$ cat config.mk
export PLATFORM = sky130hd
export DESIGN_NAME = icache_top
export DESIGN_NICKNAME = d
export VERILOG_FILES = /design/src/verilog/icache_pkg.sv /design/src/verilog/icache_if.sv /design/src/verilog/icache_lookup.sv /design/src/verilog/icache_refill_ctrl.sv /design/src/verilog/icache_refill_table.sv /design/src/verilog/icache_top.sv
export VERILOG_INCLUDE_DIRS = /design/src /design/src/verilog
export SDC_FILE = /design/constraint.sdc
export NUM_CORES = 1
export LEC_CHECK = 0
export ABC_AREA = 1
export ABC_CLOCK_PERIOD_IN_PS = 5300
export BUFFER_PORTS_ARGS = -buffer_cell sky130_fd_sc_hd__buf_2
export CAP_MARGIN = 40
export CORE_MARGIN = 5
export CORE_UTILIZATION = 50
export DETAILED_ROUTE_END_ITERATION = 7
export PLACE_DENSITY = 0.74
export SETUP_SLACK_MARGIN = 0.02
export SYNTH_ARGS = -nofsm -noshare
export SYNTH_HDL_FRONTEND = slang
export SYNTH_SLANG_ARGS = --single-unit
export TNS_END_PERCENT = 5
$ cat constraint.sdc
create_clock -name clk_i -period 5.3 [get_ports clk_i]
set_input_delay 0.53 -clock clk_i [delete_from_list [all_inputs] [get_ports clk_i]]
set_output_delay 0.53 -clock clk_i [all_outputs]
set_load 0.02 [all_outputs]
$ cat src/verilog/icache_params.svh
// sizes of the instruction cache, checked only at this one configuration
// the line address carries no word offset, one response is a whole line
`ifndef ICACHE_PARAMS_SVH
`define ICACHE_PARAMS_SVH

// line address and line payload
`define ICACHE_ADDR_W 12
`define ICACHE_LINE_W 64

// geometry, four sets of two ways
`define ICACHE_SET_W 2
`define ICACHE_WAYS 2
`define ICACHE_WAY_W 1
`define ICACHE_TAG_W (`ICACHE_ADDR_W - `ICACHE_SET_W)

// fetch ids travel as a one-hot mask in responses
`define ICACHE_IDS 4
`define ICACHE_ID_W 2

// table of refills in flight
`define ICACHE_PENDING 4
`define ICACHE_PEND_W 2

`endif

$ cat src/verilog/icache_pkg.sv
// types shared by the cache arrays, the refill table and the controller
// widths come from the params header
`include "icache_params.svh"

package icache_pkg;

    // the flat view is compared and sent to memory, the split view indexes the arrays
    typedef union packed {
        logic [`ICACHE_ADDR_W-1:0] flat;
        struct packed {
            logic [`ICACHE_TAG_W-1:0] tag;
            logic [`ICACHE_SET_W-1:0] set;
        } split;
    } line_addr_u;

    // one refill in flight and the fetch ids waiting on it
    typedef struct packed {
        logic                    valid;
        line_addr_u              addr;
        logic [`ICACHE_IDS-1:0]  idmask;
    } pending_t;

    // way is the victim for the set currently being written
    typedef struct packed {
        logic                     hit;
        logic [`ICACHE_LINE_W-1:0] data;
        logic [`ICACHE_WAY_W-1:0]  way;
    } lookup_res_t;

    typedef struct packed {
        logic                      match;
        logic [`ICACHE_PEND_W-1:0] match_idx;
        logic                      free;
        logic [`ICACHE_PEND_W-1:0] free_idx;
    } table_res_t;

endpackage

$ cat src/verilog/icache_if.sv
// lookup and table results for the registered fetch address, plus commands
// commands take effect at the next clock edge
`include "icache_params.svh"

interface icache_lookup_if;

    icache_pkg::line_addr_u    addr;
    logic                      addr_valid;
    icache_pkg::lookup_res_t   lres;
    icache_pkg::table_res_t    tres;

    logic                      push_en;
    logic                      push_init;
    logic [`ICACHE_PEND_W-1:0] push_idx;
    logic [`ICACHE_IDS-1:0]    push_mask;

    logic                      pop_en;
    logic [`ICACHE_PEND_W-1:0] pop_idx;
    icache_pkg::pending_t      pop_entry;

    logic                      wr_en;
    icache_pkg::line_addr_u    wr_addr;
    logic [`ICACHE_LINE_W-1:0] wr_data;

    modport front (
        input  addr, addr_valid, push_en, push_init, push_idx, push_mask,
        input  pop_en, pop_idx, wr_en, wr_addr, wr_data,
        output lres, tres, pop_entry
    );

    modport ctrl (
        output addr, addr_valid, push_en, push_init, push_idx, push_mask,
        output pop_en, pop_idx, wr_en, wr_addr, wr_data,
        input  lres, tres, pop_entry
    );

endinterface

$ cat src/verilog/icache_lookup.sv
// tag and data arrays, two ways per set, read combinationally
// replacement takes an invalid way first, otherwise a 3-bit LFSR picks one
`include "icache_params.svh"

module icache_lookup (
    input  logic          clk_i,
    input  logic          rst_ni,
    icache_lookup_if.front lu
);

    localparam int sets = 1 << `ICACHE_SET_W;

    logic [`ICACHE_WAYS-1:0]   valid_q [sets];
    logic [`ICACHE_TAG_W-1:0]  tag_q   [sets][`ICACHE_WAYS];
    logic [`ICACHE_LINE_W-1:0] data_q  [sets][`ICACHE_WAYS];

    logic [`ICACHE_WAYS-1:0]   hit_way;
    logic [`ICACHE_SET_W-1:0]  rd_set;
    logic [`ICACHE_SET_W-1:0]  wr_set;
    logic [`ICACHE_WAY_W-1:0]  victim;
    logic [2:0]                lfsr_q;

    assign rd_set = lu.addr.split.set;
    assign wr_set = lu.wr_addr.split.set;

    always_comb begin
        lu.lres = '0;
        for (int w = 0; w < `ICACHE_WAYS; w++) begin
            hit_way[w] = lu.addr_valid && valid_q[rd_set][w]
                         && tag_q[rd_set][w] == lu.addr.split.tag;
            if (hit_way[w])
                lu.lres.data = data_q[rd_set][w];
        end
        lu.lres.hit = |hit_way;

        // scan downwards so the lowest invalid way wins over the LFSR
        victim = lfsr_q[`ICACHE_WAY_W-1:0];
        for (int w = `ICACHE_WAYS - 1; w >= 0; w--) begin
            if (!valid_q[wr_set][w])
                victim = w[`ICACHE_WAY_W-1:0];
        end
        lu.lres.way = victim;
    end

    // the LFSR only advances on a line write, so eviction order follows refills
    always_ff @(posedge clk_i or negedge rst_ni) begin
        if (!rst_ni) begin
            for (int s = 0; s < sets; s++)
                valid_q[s] <= '0;
            lfsr_q <= 3'b001;
        end else if (lu.wr_en) begin
            valid_q[wr_set][victim] <= 1'b1;
            lfsr_q <= {lfsr_q[1:0], lfsr_q[2] ^ lfsr_q[1]};
        end
    end

    always_ff @(posedge clk_i) begin
        if (lu.wr_en) begin
            tag_q[wr_set][victim]  <= lu.wr_addr.split.tag;
            data_q[wr_set][victim] <= lu.wr_data;
        end
    end

    // a line is only refilled after a miss, so it never sits in both ways
    one_way_hit: assert property (@(posedge clk_i) disable iff (!rst_ni)
        lu.addr_valid |-> $onehot0(hit_way));

endmodule

$ cat src/verilog/icache_refill_ctrl.sv
// fetch, refill request, refill response and fetch response are all four-phase
// one fetch is resolved at a time, up to four refills stay in flight
// a hit wins the response port on a tie, the winner holds it until its ack falls
`include "icache_params.svh"

module icache_refill_ctrl (
    input  logic                      clk_i,
    input  logic                      rst_ni,
    icache_lookup_if.ctrl             lu,
    input  logic                      fetch_req_i,
    input  logic [`ICACHE_ID_W-1:0]   fetch_id_i,
    input  logic [`ICACHE_ADDR_W-1:0] fetch_addr_i,
    output logic                      fetch_ack_o,
    output logic                      mem_req_o,
    output logic [`ICACHE_ADDR_W-1:0] mem_addr_o,
    output logic [`ICACHE_PEND_W-1:0] mem_idx_o,
    input  logic                      mem_ack_i,
    input  logic                      mem_rsp_req_i,
    input  logic [`ICACHE_LINE_W-1:0] mem_rsp_data_i,
    input  logic                      mem_rsp_err_i,
    input  logic [`ICACHE_PEND_W-1:0] mem_rsp_idx_i,
    output logic                      mem_rsp_ack_o,
    output logic                      rsp_req_o,
    output logic [`ICACHE_LINE_W-1:0] rsp_data_o,
    output logic                      rsp_err_o,
    output logic [`ICACHE_IDS-1:0]    rsp_mask_o,
    input  logic                      rsp_ack_i
);

    localparam logic [2:0] f_idle = 3'd0;
    localparam logic [2:0] f_look = 3'd1;
    localparam logic [2:0] f_mreq = 3'd2;
    localparam logic [2:0] f_hit  = 3'd3;
    localparam logic [2:0] f_ack  = 3'd4;
    localparam logic [1:0] r_idle = 2'd0;
    localparam logic [1:0] r_hold = 2'd1;
    localparam logic [1:0] r_send = 2'd2;
    localparam logic [1:0] r_ack  = 2'd3;

    logic [2:0]                f_state_q, f_state_d;
    logic [1:0]                r_state_q, r_state_d;
    logic [`ICACHE_ID_W-1:0]   f_id_q;
    icache_pkg::line_addr_u    f_addr_q;
    logic [`ICACHE_IDS-1:0]    f_mask;
    logic [`ICACHE_PEND_W-1:0] mem_idx_q;
    logic [`ICACHE_LINE_W-1:0] r_data_q;
    logic                      r_err_q;
    logic [`ICACHE_PEND_W-1:0] r_idx_q;
    logic                      rsp_req_q, rsp_err_q, sel_q, lock_q;
    logic [`ICACHE_LINE_W-1:0] rsp_data_q;
    logic [`ICACHE_IDS-1:0]    rsp_mask_q;
    logic                      hit_want, grant_hit, grant_ref, rsp_done;

    assign f_mask    = {{(`ICACHE_IDS - 1){1'b0}}, 1'b1} << f_id_q;
    assign hit_want  = f_state_q == f_look && lu.lres.hit;
    assign grant_hit = !lock_q && hit_want;
    assign grant_ref = !lock_q && !hit_want && r_state_q == r_hold;
    assign rsp_done  = rsp_req_q && rsp_ack_i;

    assign lu.addr       = f_addr_q;
    assign lu.addr_valid = f_state_q == f_look;
    assign lu.pop_en     = grant_ref;
    assign lu.pop_idx    = r_idx_q;
    // an errored refill still frees its entry but leaves the arrays untouched
    assign lu.wr_en      = grant_ref && !r_err_q;
    assign lu.wr_addr    = lu.pop_entry.addr;
    assign lu.wr_data    = r_data_q;

    assign fetch_ack_o   = f_state_q == f_ack;
    assign mem_req_o     = f_state_q == f_mreq;
    assign mem_addr_o    = f_addr_q.flat;
    assign mem_idx_o     = mem_idx_q;
    assign mem_rsp_ack_o = r_state_q == r_ack;
    assign rsp_req_o     = rsp_req_q;
    assign rsp_data_o    = rsp_data_q;
    assign rsp_err_o     = rsp_err_q;
    assign rsp_mask_o    = rsp_mask_q;

    // hit first, then merge, then allocate, otherwise stay in look and retry
    always_comb begin
        f_state_d    = f_state_q;
        lu.push_en   = 1'b0;
        lu.push_init = 1'b0;
        lu.push_idx  = lu.tres.match_idx;
        lu.push_mask = f_mask;
        case (f_state_q)
            f_idle: if (fetch_req_i) f_state_d = f_look;
            f_look: begin
                if (lu.lres.hit) begin
                    if (grant_hit)
                        f_state_d = f_hit;
                end else if (lu.tres.match) begin
                    lu.push_en = 1'b1;
                    f_state_d  = f_ack;
                end else if (lu.tres.free && !mem_ack_i) begin
                    // the previous refill request must have finished its ack phase
                    lu.push_en   = 1'b1;
                    lu.push_init = 1'b1;
                    lu.push_idx  = lu.tres.free_idx;
                    f_state_d    = f_mreq;
                end
            end
            f_mreq: if (mem_ack_i) f_state_d = f_ack;
            f_hit:  if (rsp_done && !sel_q) f_state_d = f_ack;
            f_ack:  if (!fetch_req_i) f_state_d = f_idle;
            default: f_state_d = f_idle;
        endcase
    end

    always_comb begin
        r_state_d = r_state_q;
        case (r_state_q)
            r_idle: if (mem_rsp_req_i) r_state_d = r_hold;
            r_hold: if (grant_ref) r_state_d = r_send;
            r_send: if (rsp_done && sel_q) r_state_d = r_ack;
            default: if (!mem_rsp_req_i) r_state_d = r_idle;
        endcase
    end

    always_ff @(posedge clk_i or negedge rst_ni) begin
        if (!rst_ni) begin
            f_state_q <= f_idle;
            r_state_q <= r_idle;
            rsp_req_q <= 1'b0;
            sel_q     <= 1'b0;
            lock_q    <= 1'b0;
        end else begin
            f_state_q <= f_state_d;
            r_state_q <= r_state_d;
            // the lock drops only once ack is low again, closing the four phases
            if (grant_hit || grant_ref) begin
                lock_q    <= 1'b1;
                sel_q     <= grant_ref;
                rsp_req_q <= 1'b1;
            end else if (rsp_done) begin
                rsp_req_q <= 1'b0;
            end else if (lock_q && !rsp_req_q && !rsp_ack_i) begin
                lock_q <= 1'b0;
            end
        end
    end

    always_ff @(posedge clk_i) begin
        if (f_state_q == f_idle) begin
            f_id_q        <= fetch_id_i;
            f_addr_q.flat <= fetch_addr_i;
        end
        if (f_state_q == f_look)
            mem_idx_q <= lu.tres.free_idx;
        if (r_state_q == r_idle) begin
            r_data_q <= mem_rsp_data_i;
            r_err_q  <= mem_rsp_err_i;
            r_idx_q  <= mem_rsp_idx_i;
        end
        if (grant_hit) begin
            rsp_data_q <= lu.lres.data;
            rsp_err_q  <= 1'b0;
            rsp_mask_q <= f_mask;
        end else if (grant_ref) begin
            rsp_data_q <= r_data_q;
            rsp_err_q  <= r_err_q;
            rsp_mask_q <= lu.pop_entry.idmask;
        end
    end

    // every response carries the id of at least one waiting fetch
    rsp_names_ids: assert property (@(posedge clk_i) disable iff (!rst_ni)
        rsp_req_o |-> rsp_mask_o != '0);

endmodule

$ cat src/verilog/icache_refill_table.sv
// table of refills in flight, searched by line address every cycle
// a push and a pop of the same entry in one cycle fold the pushed ids into the pop
`include "icache_params.svh"

module icache_refill_table (
    input  logic           clk_i,
    input  logic           rst_ni,
    icache_lookup_if.front lu
);

    icache_pkg::pending_t          entry_q [`ICACHE_PENDING];
    logic [`ICACHE_PENDING-1:0]    push_sel;
    logic [`ICACHE_PENDING-1:0]    pop_sel;

    always_comb begin
        for (int i = 0; i < `ICACHE_PENDING; i++) begin
            push_sel[i] = lu.push_en && lu.push_idx == i[`ICACHE_PEND_W-1:0];
            pop_sel[i]  = lu.pop_en && lu.pop_idx == i[`ICACHE_PEND_W-1:0];
        end
    end

    // a pop wins over a push to the same entry, the push ids leave with the pop
    always_ff @(posedge clk_i or negedge rst_ni) begin
        if (!rst_ni) begin
            for (int i = 0; i < `ICACHE_PENDING; i++)
                entry_q[i] <= '0;
        end else begin
            for (int i = 0; i < `ICACHE_PENDING; i++) begin
                if (push_sel[i]) begin
                    entry_q[i].valid  <= 1'b1;
                    entry_q[i].addr   <= lu.addr;
                    entry_q[i].idmask <= lu.push_init ? lu.push_mask
                                                      : entry_q[i].idmask | lu.push_mask;
                end
                if (pop_sel[i])
                    entry_q[i].valid <= 1'b0;
            end
        end
    end

    // lowest matching and lowest free index, found by scanning from the top
    always_comb begin
        lu.tres = '0;
        for (int i = `ICACHE_PENDING - 1; i >= 0; i--) begin
            if (lu.addr_valid && entry_q[i].valid
                && entry_q[i].addr.flat == lu.addr.flat) begin
                lu.tres.match     = 1'b1;
                lu.tres.match_idx = i[`ICACHE_PEND_W-1:0];
            end
            if (!entry_q[i].valid) begin
                lu.tres.free     = 1'b1;
                lu.tres.free_idx = i[`ICACHE_PEND_W-1:0];
            end
        end
    end

    always_comb begin
        lu.pop_entry = entry_q[lu.pop_idx];
        if (lu.push_en && lu.pop_en && lu.push_idx == lu.pop_idx)
            lu.pop_entry.idmask = lu.pop_entry.idmask | lu.push_mask;
    end

    // memory answers only for indices that were handed out with a refill request
    pop_of_valid: assert property (@(posedge clk_i) disable iff (!rst_ni)
        lu.pop_en |-> entry_q[lu.pop_idx].valid);

endmodule

$ cat src/verilog/icache_top.sv
// two-way instruction cache with a table of four pending refills
// every external port is a four-phase req/ack handshake
`include "icache_params.svh"

module icache_top (
    input  logic                      clk_i,
    input  logic                      rst_ni,

    input  logic                      fetch_req_i,
    input  logic [`ICACHE_ID_W-1:0]   fetch_id_i,
    input  logic [`ICACHE_ADDR_W-1:0] fetch_addr_i,
    output logic                      fetch_ack_o,

    output logic                      mem_req_o,
    output logic [`ICACHE_ADDR_W-1:0] mem_addr_o,
    output logic [`ICACHE_PEND_W-1:0] mem_idx_o,
    input  logic                      mem_ack_i,

    input  logic                      mem_rsp_req_i,
    input  logic [`ICACHE_LINE_W-1:0] mem_rsp_data_i,
    input  logic                      mem_rsp_err_i,
    input  logic [`ICACHE_PEND_W-1:0] mem_rsp_idx_i,
    output logic                      mem_rsp_ack_o,

    output logic                      rsp_req_o,
    output logic [`ICACHE_LINE_W-1:0] rsp_data_o,
    output logic                      rsp_err_o,
    output logic [`ICACHE_IDS-1:0]    rsp_mask_o,
    input  logic                      rsp_ack_i
);

    icache_lookup_if lu ();

    icache_lookup u_lookup (
        .clk_i  (clk_i),
        .rst_ni (rst_ni),
        .lu     (lu.front)
    );

    icache_refill_table u_table (
        .clk_i  (clk_i),
        .rst_ni (rst_ni),
        .lu     (lu.front)
    );

    icache_refill_ctrl u_ctrl (
        .clk_i          (clk_i),
        .rst_ni         (rst_ni),
        .lu             (lu.ctrl),
        .fetch_req_i    (fetch_req_i),
        .fetch_id_i     (fetch_id_i),
        .fetch_addr_i   (fetch_addr_i),
        .fetch_ack_o    (fetch_ack_o),
        .mem_req_o      (mem_req_o),
        .mem_addr_o     (mem_addr_o),
        .mem_idx_o      (mem_idx_o),
        .mem_ack_i      (mem_ack_i),
        .mem_rsp_req_i  (mem_rsp_req_i),
        .mem_rsp_data_i (mem_rsp_data_i),
        .mem_rsp_err_i  (mem_rsp_err_i),
        .mem_rsp_idx_i  (mem_rsp_idx_i),
        .mem_rsp_ack_o  (mem_rsp_ack_o),
        .rsp_req_o      (rsp_req_o),
        .rsp_data_o     (rsp_data_o),
        .rsp_err_o      (rsp_err_o),
        .rsp_mask_o     (rsp_mask_o),
        .rsp_ack_i      (rsp_ack_i)
    );

endmodule
; ---- Word level (Yosys, flattened, before mapping)
; Memory sizes are Yosys's and may differ from the RTL's. A register that Yosys moved wholly into a read port is not among the register bits.
; Cells that the tools add are included.
; W data, S select, Z words.
[word_totals]
reg_bits = 239
mem_bits_rw = 592
input_bits = 87
out_inout_bits = 87
elab_cells = 224
mem_count = 2
[classes]
n_lt_le_gt_ge = 8
eq_ne = 31
shifts = 1
muxes = 81
bitwise = 11
reduce_logical = 59
[mem_list]
columns = memory, depth, word_bits, rd, rd_clocked_by_memory_dff, wr, line_no
row1 = u_lookup.data_q, 4, 128, 1, 1, 1, icache_lookup.sv:15  ; logic [`ICACHE_LINE_W-1:0] data_q [sets][`ICACHE_WAYS];
row2 = u_lookup.tag_q, 4, 20, 1, 1, 1, icache_lookup.sv:14  ; logic [`ICACHE_TAG_W-1:0] tag_q [sets][`ICACHE_WAYS];
[op_table]
columns = op, count
row1 = $mux W64, 5
row2 = $mux W128, 1
row3 = $mux W17, 4
row4 = $demux W64 S1, 1
row5 = $eq A12 B12 Y1, 4
row6 = $mux W3, 16
row7 = $logic_and A1 B1 Y1, 36
row8 = $bmux W17 S2, 1
row9 = $mux W16, 2
row10 = $mux W2, 15
row11 = $mux W4, 7
row12 = $eq A10 B10 Y1, 2
row13 = $mux W1, 20
row14 = $mux W20, 1
row15 = $or A4 B4 Y4, 5
row16 = $pmux W3 S5, 1
row17 = $reduce_bool A2 Y1, 7
row18 = $eq A2 B2 Y1 const B, 6
row19 = $demux W10 S1, 1
row20 = $mux W10, 1
row21 = $ge A3 B3 Y1 const B, 3
row22 = $not A2 Y3, 3
row23 = $bmux W2 S2, 2
row24 = $ne A2 B1 Y1 const B, 4
row25 = 29 further kinds, 43

; ---- Longest topological paths before layout
; Gate-level depths: netlist (run 1).
[logic_depth]
ltp_word = 17
mapped_depth = 23
mapped_depth_nobuf = 19

; ---- Least setup slack after synthesis (run 1)
; Ideal clock, no wire load.
[synth_timing]
path_kind = register to register
startpoint = reg u_ctrl.f_addr_q, in the netlist u_ctrl.lu.addr[0]
endpoint = mem u_lookup.data_q[0][100] in the netlist's numbering (enable)
setup_time_ps = 506
arrival_time_ps = 5135
required_time_ps = 4794
setup_slack_ps = -342
path_stages_with_launch = 17
n_path_buf = 2
period_less_slack_ps = 5642
cell_sequence = edfxtp_1 -> buf_4 -> o211ai_1 -> nand2_1 -> nand2_1 -> nor2_1 -> nand2_1 -> nor2_1 -> nand2_2 -> nand2_4 -> inv_2 -> nand3_2 -> nor2_4 -> inv_2 -> or2_1 -> buf_2 -> nor2_1
[synth_via]
elab_chain_len = 14
elab_cells_between_ends = 16
classes_between = mux (5) / bitwise (1) / reduce/logical (10)
[synth_rtl]
columns = element, line_no
row1 = from (decl), icache_refill_ctrl.sv:43  ; icache_pkg::line_addr_u f_addr_q;
row2 = $not A2 Y3 (not written as such) (*), icache_lookup.sv:29  ; hit_way[w] = lu.addr_valid && valid_q[rd_set][w]
row3 = $bmux W2 S2 (*), icache_lookup.sv:29
row4 = $mux W2 (not written as such) (*) (2 in series), icache_lookup.sv:29
row5 = $logic_and A1 B1 Y1, icache_lookup.sv:29
row6 = $logic_and A1 B1 Y1, icache_lookup.sv:30  ; && tag_q[rd_set][w] == lu.addr.split.tag;
row7 = $reduce_or A2 Y1 (*), icache_lookup.sv:34  ; lu.lres.hit = |hit_way;
row8 = $logic_and A1 B1 Y1 (*), icache_refill_ctrl.sv:55  ; assign hit_want = f_state_q == f_look && lu.lres.hit;
row9 = $logic_not A1 Y1 (*), icache_refill_ctrl.sv:57  ; assign grant_ref = !lock_q && !hit_want && r_state_q == r_hold;
row10 = $logic_and A1 B1 Y1 (*) (2 in series), icache_refill_ctrl.sv:57
row11 = $logic_and A1 B1 Y1 (*), icache_refill_ctrl.sv:65  ; assign lu.wr_en = grant_ref && !r_err_q;
row12 = $mux W1 (*), icache_lookup.sv:58  ; if (lu.wr_en) begin
row13 = $mux W128 (not written as such) (*), icache_lookup.sv:60  ; data_q[wr_set][victim] <= lu.wr_data;
row14 = to (decl), icache_lookup.sv:15
; Mark *: on every way between the ends. The rest lies on a longest branch, timed or not. The select of a mux whose other input is x is not followed.

==> results of run 1 <==
per-layer routing:
layer / GRT usage / routed length (um) / up-vias
met4: 0.0725 / 2450 / 0
met1: 0.308 / 34400 / 11000
li1: - / - / 10200
met2: 0.367 / 40600 / 1042
met3: 0.0417 / 6400 / 166
met5: 0 / 0 / -
registers in the layout (all words and copies together) (netlist names), named ones only:
signal,cells
u_ctrl.f_id_q,2
u_ctrl.f_state_q,3
u_ctrl.lock_q,1
u_ctrl.lu.addr,12
u_ctrl.lu.pop_idx,2
u_ctrl.lu.wr_data,64
u_ctrl.mem_idx_o,2
u_ctrl.r_err_q,1
u_ctrl.r_state_q,2
u_ctrl.rsp_data_o,64
u_ctrl.rsp_err_o,1
u_ctrl.rsp_mask_o,4
u_ctrl.rsp_req_o,1
u_ctrl.sel_q,1
u_lookup.data_q,512
u_lookup.lfsr_q,3
u_lookup.tag_q,80
u_lookup.valid_q,8
u_table.entry_q,68
power by group:
group | internal, mW | total (mW) | switching [mW]
logic | 1.81 | 5.97 | 4.15
registers | 8.73 | 9.59 | 0.856
clock network | 3.44 | 5.86 | 2.42
worst max-delay path by stage:
stage / to / slack (ns) / depth (start not counted)
floorplan: u_lookup.data_q[0][100] / -0.34 / 16
global placement: u_lookup.data_q[0][82] / 1.25 / 17
detailed placement: u_ctrl.rsp_data_o[20] / 1.26 / 17
CTS: u_ctrl.rsp_data_o[20] / 1.22 / 17
global route: u_ctrl.rsp_data_o[20] / 0.87 / 17
finish: u_lookup.data_q[0][122] / 1.23 / 18
synth_stat cells, types with 5 or more instances:
cell | instances | area, sq um
nor2_1 | 210 | 788
buf_2 | 33 | 165
xor2_1 | 8 | 70.1
buf_6 | 7 | 78.8
clkbuf_1 | 102 | 383
edfxtp_1 | 743 | 22300
ha_1 | 5 | 62.6
inv_2 | 18 | 67.6
o21ai_1 | 41 | 205
nand3_2 | 5 | 50.1
o22ai_1 | 77 | 482
nor3_1 | 13 | 65.1
nand4_1 | 11 | 68.8
o221ai_1 | 14 | 123
a21oi_1 | 71 | 355
nand3_1 | 77 | 385
o21ai_2 | 7 | 61.3
dfrtp_1 | 86 | 2150
inv_1 | 106 | 398
a32o_1 | 64 | 641
o21ai_0 | 369 | 1850
a22oi_1 | 16 | 120
buf_1 | 12 | 45.0
nand2_1 | 618 | 2320
cell type report:
class                   instances  area [sq um]
fillers                      5264         28600
clock inverters                50           477
well taps                     873          1090
flip-flops and latches        833         24600
multi-input cells            1645          8060
clock buffers                 100          2240
repair buffers                228          1540
inverters                     125           485
what timing repair did:
| action | in CTS | in global routing |
|---|---|---|
| buffers inserted | 0 | 0 |
| gates resized for setup | 0 | 0 |
| endpoints found under the hold margin | 22 | 0 |
| hold buffers | 1 | 0 |
worst max-delay path: cells and delay by family, from the launching register on:
kind          cells  cell delay (ns)
buf+inv           4             0.91
flops             1             0.64
simple gates     14             2.03
cells in the final DEF (no fill, tap or decap), types with 8 or more instances in the layout:
| cell type | Yosys | layout |
|---|---|---|
| nand2_1 | 618 | 618 |
| a22oi_1 | 16 | 16 |
| inv_1 | 106 | 105 |
| buf_4 | 4 | 39 |
| o21ai_0 | 369 | 369 |
| o22ai_1 | 77 | 77 |
| clkinv_2 | 0 | 17 |
| o21ai_1 | 41 | 41 |
| nand3_1 | 77 | 77 |
| nor2_1 | 210 | 202 |
| edfxtp_1 | 743 | 743 |
| nor3_1 | 13 | 12 |
| nor2_4 | 4 | 12 |
| a32o_1 | 64 | 64 |
| xor2_1 | 8 | 8 |
| buf_2 | 33 | 172 |
| o221ai_1 | 14 | 14 |
| dfrtp_1 | 86 | 86 |
| nand4_1 | 11 | 11 |
| clkbuf_16 | 0 | 87 |
| a21oi_1 | 71 | 71 |
| inv_2 | 18 | 16 |
| bufinv_16 | 0 | 9 |
| buf_12 | 0 | 9 |
| clkbuf_1 | 102 | 12 |
| clkinv_1 | 0 | 18 |
per-stage QoR:
step	setup slack (ns)	instance area [sq um]	util
detailed placement	1.26	35700	0.533
finish	1.23	38400	0.573
CTS	1.22	38400	0.573
global route	0.873	38400	0.573
global placement	1.25	35500	0.529
floorplan	-0.342	33700	-
cell families after synthesis:
logic type | Yosys count
AO/OA/AOI/OAI | 676
XOR/XNOR | 9
adder cells (fa/ha/maj) | 5
buffers and inverters | 283
flip-flops | 833
AND/OR/NAND/NOR | 955
==> flow_summary.json, run 1 <==
{
  "status": "finished clean",
  "hold_end": "u_ctrl.lu.addr[9]",
  "min_period_ns": 4.07,
  "root_buffer": "clkbuf_16",
  "dpl.hpwl_mm": 50.6,
  "clk_latency_ns": 0.63,
  "grt_overflow": 0,
  "stdcell_count": 3854,
  "power.density_nw_per_um2": 557,
  "via_per_inst": 5.81,
  "h-tree-depth": 3,
  "vias": 22400,
  "synth-adder-area-share": 0.00186,
  "synth_area_sq_um": 33700,
  "skew_ns": 0.0343,
  "synth-compound-area-share": 0.118,
  "rsz0062_at_grt": "no",
  "fin_crit_sh": 0.768,
  "syn_avg_cell_area_sq_um": 12.2,
  "die_w_um": 270,
  "remaining_drc_errors": 0,
  "maxCapViolations": 0,
  "cts.reportedPaths.clkPinSlew_ns": 0.06,
  "ir_worst_vdd_uv": 390,
  "wl_mm": 83.9,
  "synthMuxAreaShare": 0,
  "worst_setup_path_start_kind": "flip-flop",
  "worst_pin_slew_ns": 1.04,
  "place_congestion": 0.934,
  "rows": 95,
  "syn_nets": 2853,
  "fin_total_pwr_mw": 21.4,
  "synth-edff-count": 743,
  "worst_slew_margin_rel": 0.307,
  "crit_top_cell": "nand2_1",
  "path_cells": "inv_8, nand2_1, nand3_1, nand2_1, nand2_1, nand2_1, nor2_1, nand2_1, nor2_1, nand2_2, nand2_4, inv_2, nand3_2, nor2_4, inv_2, or2_1, nor2_4, buf_12",
  "critPathMaxFanout": 108,
  "synth_top_family_by_area": "compound AO/OA/AOI/OAI gates",
  "antenna_cells": 0,
  "grt_max_degree": 109,
  "syn_to_final_growth_pct": 14.1,
  "antenna_found_initial": 1,
  "drt_iter0_markers": 2550,
  "hold_start": "fetch_addr_i[9]",
  "hold_depth": 1,
  "cts_tree": "built",
  "grt_pass1_wl_mm": 129,
  "leakage_nw": 14.0,
  "yosys_warnings": 0,
  "r2r_cells": 18,
  "cts-buffers-inserted": 83,
  "reg2reg_slack_ns": 1.23,
  "die_h_um": 270,
  "wl_per_cell_um": 21.8,
  "grtUsageTotal": 0.224,
  "grt_pass1_vias": 22300,
  "path_class": "reg -> reg",
  "finalSetupViolCount": 0,
  "async_flop_share": 0.104,
  "portBuffers": 173,
  "setup_tns_ns": 0,
  "endpoint_kind": "flip-flop",
  "reg2reg_to": "u_lookup.data_q[0][122]",
  "finalHoldViolations": 0,
  "hp-class": "in -> reg",
  "synth.distinct_cells": 47,
  "slew_violations": 0,
  "cpPeakStageDelay_ns": 0.64,
  "drive_gt1_frac": 0.137,
  "start_util": 0.503,
  "clk_path_buf_depth": 3,
  "nets": 3008,
  "synth_simple_gate_area_frac": 0.114,
  "ys_seq_area_frac": 0.729,
  "drt-pass1-iter-count": 6,
  "synth-xor-area-share": 0.00234,
  "max_clock_freq_ghz": 0.246,
  "netlist_instances": 2761,
  "dieArea_sq_um": 72700,
  "dp.cells": 3703,
  "crit_required_ns": 5.56,
  "cts_sinks": 833,
  "ios": 174,
  "core_sq_um": 67000,
  "whs_ns": 0.0739,
  "synth_seq_cells": 833,
  "critPathSlowestCell": "dfxtp_4",
  "synthFlopType": "edfxtp_1",
  "critical_path_arrival_ns": 4.33,
  "final_antenna_net_count": 0
}
Power figures use the tool's default switching activity.
==> run 2: changes to the inputs <==
Settings changed: ABC_AREA 1 to 0, ABC_CLOCK_PERIOD_IN_PS 5300 to 3510.
Clock period 5.3 ns to 3.51 ns, I/O delays scaled along.
==> flow_summary.json, run 2 <==
{
  "root_buffer": "clkbuf_16",
  "fin_crit_sh": 0.958,
  "status": "finished clean",
  "grt_pass1_vias": 18200,
  "portBuffers": 173,
  "drt_iter0_markers": 1870,
  "hp-class": "in -> reg",
  "max_clock_freq_ghz": 0.298,
  "synth_area_sq_um": 32700,
  "grt_max_degree": 64,
  "grt_pass1_wl_mm": 113,
  "path_cells": "or3b_4, clkinv_2, o311ai_1, a221oi_2, nand3b_1, or3_1, a21oi_4, buf_12, buf_12, nor2_1, a21oi_1",
  "crit_required_ns": 3.99,
  "wl_mm": 75.4,
  "grtUsageTotal": 0.211,
  "synth-compound-area-share": 0.0383,
  "critical_path_arrival_ns": 3.84,
  "synth-adder-area-share": 0.00192,
  "wl_per_cell_um": 25.7,
  "place_congestion": 0.864,
  "rows": 93,
  "cp.buffers_inverters": 3,
  "worst_path_dominant_cell_family": "simple AND/OR/NAND/NOR gates",
  "nets": 2104,
  "multi_input_area_sq_um": 7600,
  "critPathMaxFanout": 45,
  "cpPeakStageDelay_ns": 0.51,
  "power.density_nw_per_um2": 804,
  "worst_setup_path_start_kind": "flip-flop",
  "syn_avg_cell_area_sq_um": 19.8,
  "synth.area.top_cells": "edfxtp_1 68%, mux4_2 11%, dfrtp_1 6.6%",
  "start_util": 0.506,
  "syn_nets": 1742,
  "dieArea_sq_um": 70500,
  "synth.most_common_cell": "edfxtp_1",
  "final_antenna_net_count": 0,
  "largest_reg_flops": 512,
  "synth_top_family_by_area": "multiplexers",
  "whs_ns": 0.0450,
  "skew_ns": 0.0348,
  "cts.reportedPaths.clkPinSlew_ns": 0.06,
  "synth-xor-area-share": 0.0193,
  "critPathSlowestCell": "or3_1",
  "largest_register": "u_lookup.data_q",
  "core_sq_um": 64600,
  "maxCapViolations": 0,
  "clk_path_buf_depth": 3,
  "h-tree-depth": 3,
  "fillerInstances": 4499,
  "reg_top3": "u_lookup.data_q (512), u_lookup.tag_q (80), u_table.entry_q (68)",
  "drive_gt1_frac": 0.311,
  "synth-edff-count": 743,
  "finalSetupViolCount": 0,
  "netlist_instances": 1650,
  "worst_slew_margin_rel": 0.428,
  "via_per_inst": 5.96,
  "yosysTopAreaCellShare": 0.683,
  "clk_latency_ns": 0.65,
  "yosys_warnings": 0,
  "synthFlopType": "edfxtp_1",
  "die_w_um": 266,
  "finalHoldViolations": 0,
  "syn_to_final_growth_pct": 19.2,
  "final_common_cell": "edfxtp_1",
  "min_period_ns": 3.36,
  "rsz0062_at_grt": "no",
  "slew_violations": 0,
  "setup_tns_ns": 0,
  "async_flop_share": 0.104,
  "grt_overflow": 0,
  "yosysTopAreaCell": "edfxtp_1",
  "ir_worst_vdd_uv": 735,
  "vias": 17500,
  "final_cell_mix": "743 x edfxtp_1, 172 x buf_2, 156 x mux4_2, 86 x dfrtp_1, 85 x clkbuf_16",
  "synthMuxAreaShare": 0.137,
  "synth_common_cells": "743 x edfxtp_1, 156 x mux4_2, 86 x dfrtp_1",
  "cts_tree": "built",
  "cts_sinks": 833,
  "synth_simple_gate_area_frac": 0.0331,
  "endpoint_kind": "flip-flop",
  "final-seq-area_sq_um": 24600,
  "dpl.hpwl_mm": 44.2,
  "path_class": "reg -> reg",
  "cts-buffers-inserted": 84,
  "leakage_nw": 13.3,
  "antenna_found_initial": 3,
  "crit_top_cell": "buf_12",
  "synth_seq_cells": 833,
  "die_h_um": 266,
  "ys_seq_area_frac": 0.752,
  "ios": 174,
  "synth.distinct_cells": 70,
  "drt-pass1-iter-count": 7,
  "worst_pin_slew_ns": 0.858,
  "remaining_drc_errors": 0
}
==> run 2: logic make-up after synthesis <==
family / after synthesis
AO/OA/AOI/OAI: 198
flip-flops: 833
multiplexers: 237
AND/OR/NAND/NOR: 201
XOR/XNOR: 72
adder cells (fa/ha/maj): 5
buffers and inverters: 104
==> run 2: worst reg2reg max path: stages (launching register included) <==
cell	delay, ns
dfrtp_1	0.47
or3b_4	0.44
clkinv_2	0.20
o311ai_1	0.18
a221oi_2	0.27
nand3b_1	0.14
or3_1	0.51
a21oi_4	0.22
buf_12	0.32
buf_12	0.24
nor2_1	0.05
a21oi_1	0.18
==> run 2: layer usage <==
layer | vias up | GRT usage | routed length, um
met3 | 136 | 0.0359 | 5690
met1 | 9081 | 0.299 | 30400
li1 | 7442 | - | -
met4 | 0 | 0.0602 | 1840
met5 | - | 0 | 0
met2 | 841 | 0.345 | 37500
==> run 2: final timing paths <==
check / startpoint / slack [ns] / cells past startpoint / to
worst max-delay path: u_ctrl.f_state_q[1] / 0.15 / 11 / u_ctrl.rsp_data_o[7]
worst min-delay path: rsp_ack_i / 0.05 / 3 / u_ctrl.rsp_req_o
worst max register to register: u_ctrl.f_state_q[1] / 0.15 / 11 / u_ctrl.rsp_data_o[7]
worst min register to register: u_lookup.valid_q[1] / 0.49 / 1 / u_lookup.valid_q[1]
max in group asynchronous: rst_ni / 2.68 / 3 / u_table.entry_q[12]
min in group asynchronous: rst_ni / 0.20 / 2 / u_table.entry_q[52]
==> run 2: power breakdown <==
part / internal [mW] / leakage, nW / switching (mW)
sequential: 13.1 / 7.85 / 1.41
combinational: 3.81 / 4.17 / 4.45
clock: 4.80 / 1.29 / 3.75
==> run 2: through the flow <==
stage | util | instances | total power, mW | worst slack, ns | instance area (sq um)
global route | 0.603 | 2934 | 32.7 | 0.0239 | 38900
CTS | 0.602 | 2933 | 31.5 | 0.119 | 38900
finish | 0.603 | 2935 | 31.3 | 0.149 | 38900
global placement | 0.547 | 2693 | 22.4 | 0.0210 | 35300
detailed placement | 0.549 | 2697 | 22.8 | 0.181 | 35400
floorplan | - | 1650 | 20.0 | -1.06 | 32700
==> run 2: timing repair <==
item                                   in CTS  in global routing
hold buffers                               83                  0
resized for setup                           0                  1
setup buffers                               0                  1
setup endpoints to repair                   0                 14
endpoints found under the hold margin     118                  0
==> run 2: final cells by class <==
class / instances / share of cell area
diodes: 1 / 0.0000643
clock buffers: 103 / 0.0564
clock inverters: 50 / 0.0118
inverters: 20 / 0.00196
multi-input cells: 713 / 0.195
flip-flops and latches: 833 / 0.631
well taps: 855 / 0.0275
repair buffers: 360 / 0.0761
==> run 3: changes to the inputs <==
Settings changed: CORE_ASPECT_RATIO from default to 1.25, PLACE_DENSITY 0.74 to default, PLACE_DENSITY_LB_ADDON from default to 0.2.
==> flow_summary.json, run 3 (same netlist as run 2, synthesis figures left out) <==
{
  "start_util": 0.506,
  "multi_input_area_sq_um": 7600,
  "ir_worst_vdd_uv": 718,
  "via_per_inst": 5.87,
  "path_class": "reg -> reg",
  "cp.buffers_inverters": 1,
  "final_antenna_net_count": 0,
  "hp-class": "in -> reg",
  "h-tree-depth": 3,
  "drive_gt1_frac": 0.314,
  "endpoint_kind": "flip-flop",
  "slew_violations": 0,
  "max_clock_freq_ghz": 0.304,
  "pwr-share-comb": 0.263,
  "rsz0062_at_grt": "no",
  "grt_pass1_wl_mm": 114,
  "status": "finished clean",
  "wl_mm": 74.8,
  "cts.reportedPaths.clkPinSlew_ns": 0.06,
  "antenna_found_initial": 2,
  "portBuffers": 173,
  "utilization": 0.605,
  "pre_cts_ws_ns": 0.139,
  "whs_ns": 0.0426,
  "dieArea_sq_um": 70600,
  "skew_ns": 0.0240,
  "rows": 104,
  "p_seq_frac": 0.461,
  "critPathMaxFanout": 17,
  "fin_total_pwr_mw": 31.5,
  "die_w_um": 239,
  "wl_per_cell_um": 25.6,
  "path_cells": "mux4_1, xnor2_1, nand3_1, or3_1, nand3_4, nor3_1, and2_4, buf_4",
  "fillerInstances": 4685,
  "worst_path_dominant_cell_family": "simple AND/OR/NAND/NOR gates",
  "final_cell_mix": "743 x edfxtp_1, 172 x buf_2, 156 x mux4_2, 86 x dfrtp_1",
  "clk_path_buf_depth": 3,
  "nets": 2104,
  "fin_crit_sh": 0.938,
  "grt_pass1_vias": 18200,
  "grt_overflow": 0,
  "min_period_ns": 3.29,
  "p_clk_frac": 0.276,
  "cts_sinks": 833,
  "setup_tns_ns": 0,
  "vias": 17200,
  "ios": 174,
  "die_h_um": 296,
  "syn_to_final_growth_pct": 19.5,
  "largest_register": "u_lookup.data_q",
  "power.density_nw_per_um2": 807,
  "largest_reg_flops": 512,
  "core_sq_um": 64500,
  "remaining_drc_errors": 0,
  "drt_iter0_markers": 1332,
  "place_congestion": 0.873,
  "final_common_cell": "edfxtp_1",
  "final-seq-area_sq_um": 24600,
  "root_buffer": "clkbuf_16",
  "dpl.hpwl_mm": 45.5,
  "cts-buffers-inserted": 82,
  "cpPeakStageDelay_ns": 0.62,
  "p_sw_frac": 0.302,
  "p_sw_mw": 9.52,
  "reg_top3": "u_lookup.data_q (512), u_lookup.tag_q (80), u_table.entry_q (68)",
  "grtUsageTotal": 0.214,
  "drt-pass1-iter-count": 6,
  "worst_setup_path_start_kind": "flip-flop",
  "critical_path_arrival_ns": 3.58,
  "crit_required_ns": 3.80,
  "critPathSlowestCell": "mux4_1",
  "worst_slew_margin_rel": 0.382,
  "p_int_mw": 22.0,
  "maxCapViolations": 0,
  "cts_tree": "built",
  "grt_max_degree": 55,
  "finalHoldViolations": 0,
  "leakage_nw": 13.4,
  "clk_latency_ns": 0.61,
  "fin_ws_ns": 0.217,
  "finalSetupViolCount": 0,
  "worst_pin_slew_ns": 0.918
}
run 3: cell type report:
cell class / count / area share
Timing Repair Buffer: 362 / 0.0788
Antenna cell: 1 / 0.0000641
Clock inverter: 49 / 0.0131
Sequential cell: 833 / 0.629
Inverter: 20 / 0.00196
Tap cell: 848 / 0.0272
Clock buffer: 98 / 0.0552
Multi-Input combinational cell: 713 / 0.195
run 3: stage by stage:
stage,std cells,instance area [sq um]
2_1_floorplan,1650,32700
3_3_place_gp,2689,35400
3_5_place_dp,2693,35500
4_1_cts,2923,39000
5_1_grt,2923,39000
6_report,2924,39000
run 3: worst paths after layout:
check                                     from  cells after the start  slack, ns                   end
max                                  flip-flop                      8       0.22  u_lookup.tag_q[0][9]
min                                  rsp_ack_i                      3       0.04      u_ctrl.rsp_req_o
max reg2reg                          flip-flop                      8       0.22  u_lookup.tag_q[0][9]
min reg2reg                u_table.entry_q[35]                      1       0.49   u_table.entry_q[35]
max in group asynchronous               rst_ni                      4       2.46   u_table.entry_q[67]
min in group asynchronous               rst_ni                      2       0.26   u_table.entry_q[34]
run 3: what timing repair did:
item	4_1_cts	5_1_grt
hold buffers	83	0
setup buffers	0	0
resized for setup	0	1
hold endpoints to repair	116	0
setup endpoints to repair	0	129
run 3: tightest hold or removal path, stage by stage:
cell and delay [ns]:
buf_2 0.12, inv_1 0.05, a21o_1 0.09
run 3: metal layers:
layer  GRT usage  share of wire  up-vias
li1            -              -     7460
met1       0.291           0.41     9012
met2       0.361           0.51      568
met3      0.0345          0.054      133
met4      0.0680          0.027        2
met5           0        0.00017        -
run 3: power by group through the flow:
| stage | logic, mW | clock network (mW) | registers, mW |
|---|---|---|---|
| after floorplan | 5.62 | 0 | 14.4 |
| after global placement | 8.08 | 0 | 14.6 |
| after detailed placement | 8.30 | 0 | 14.7 |
| after CTS | 8.41 | 8.90 | 14.5 |
| after global routing | 8.93 | 9.32 | 14.7 |
| final | 8.29 | 8.70 | 14.5 |
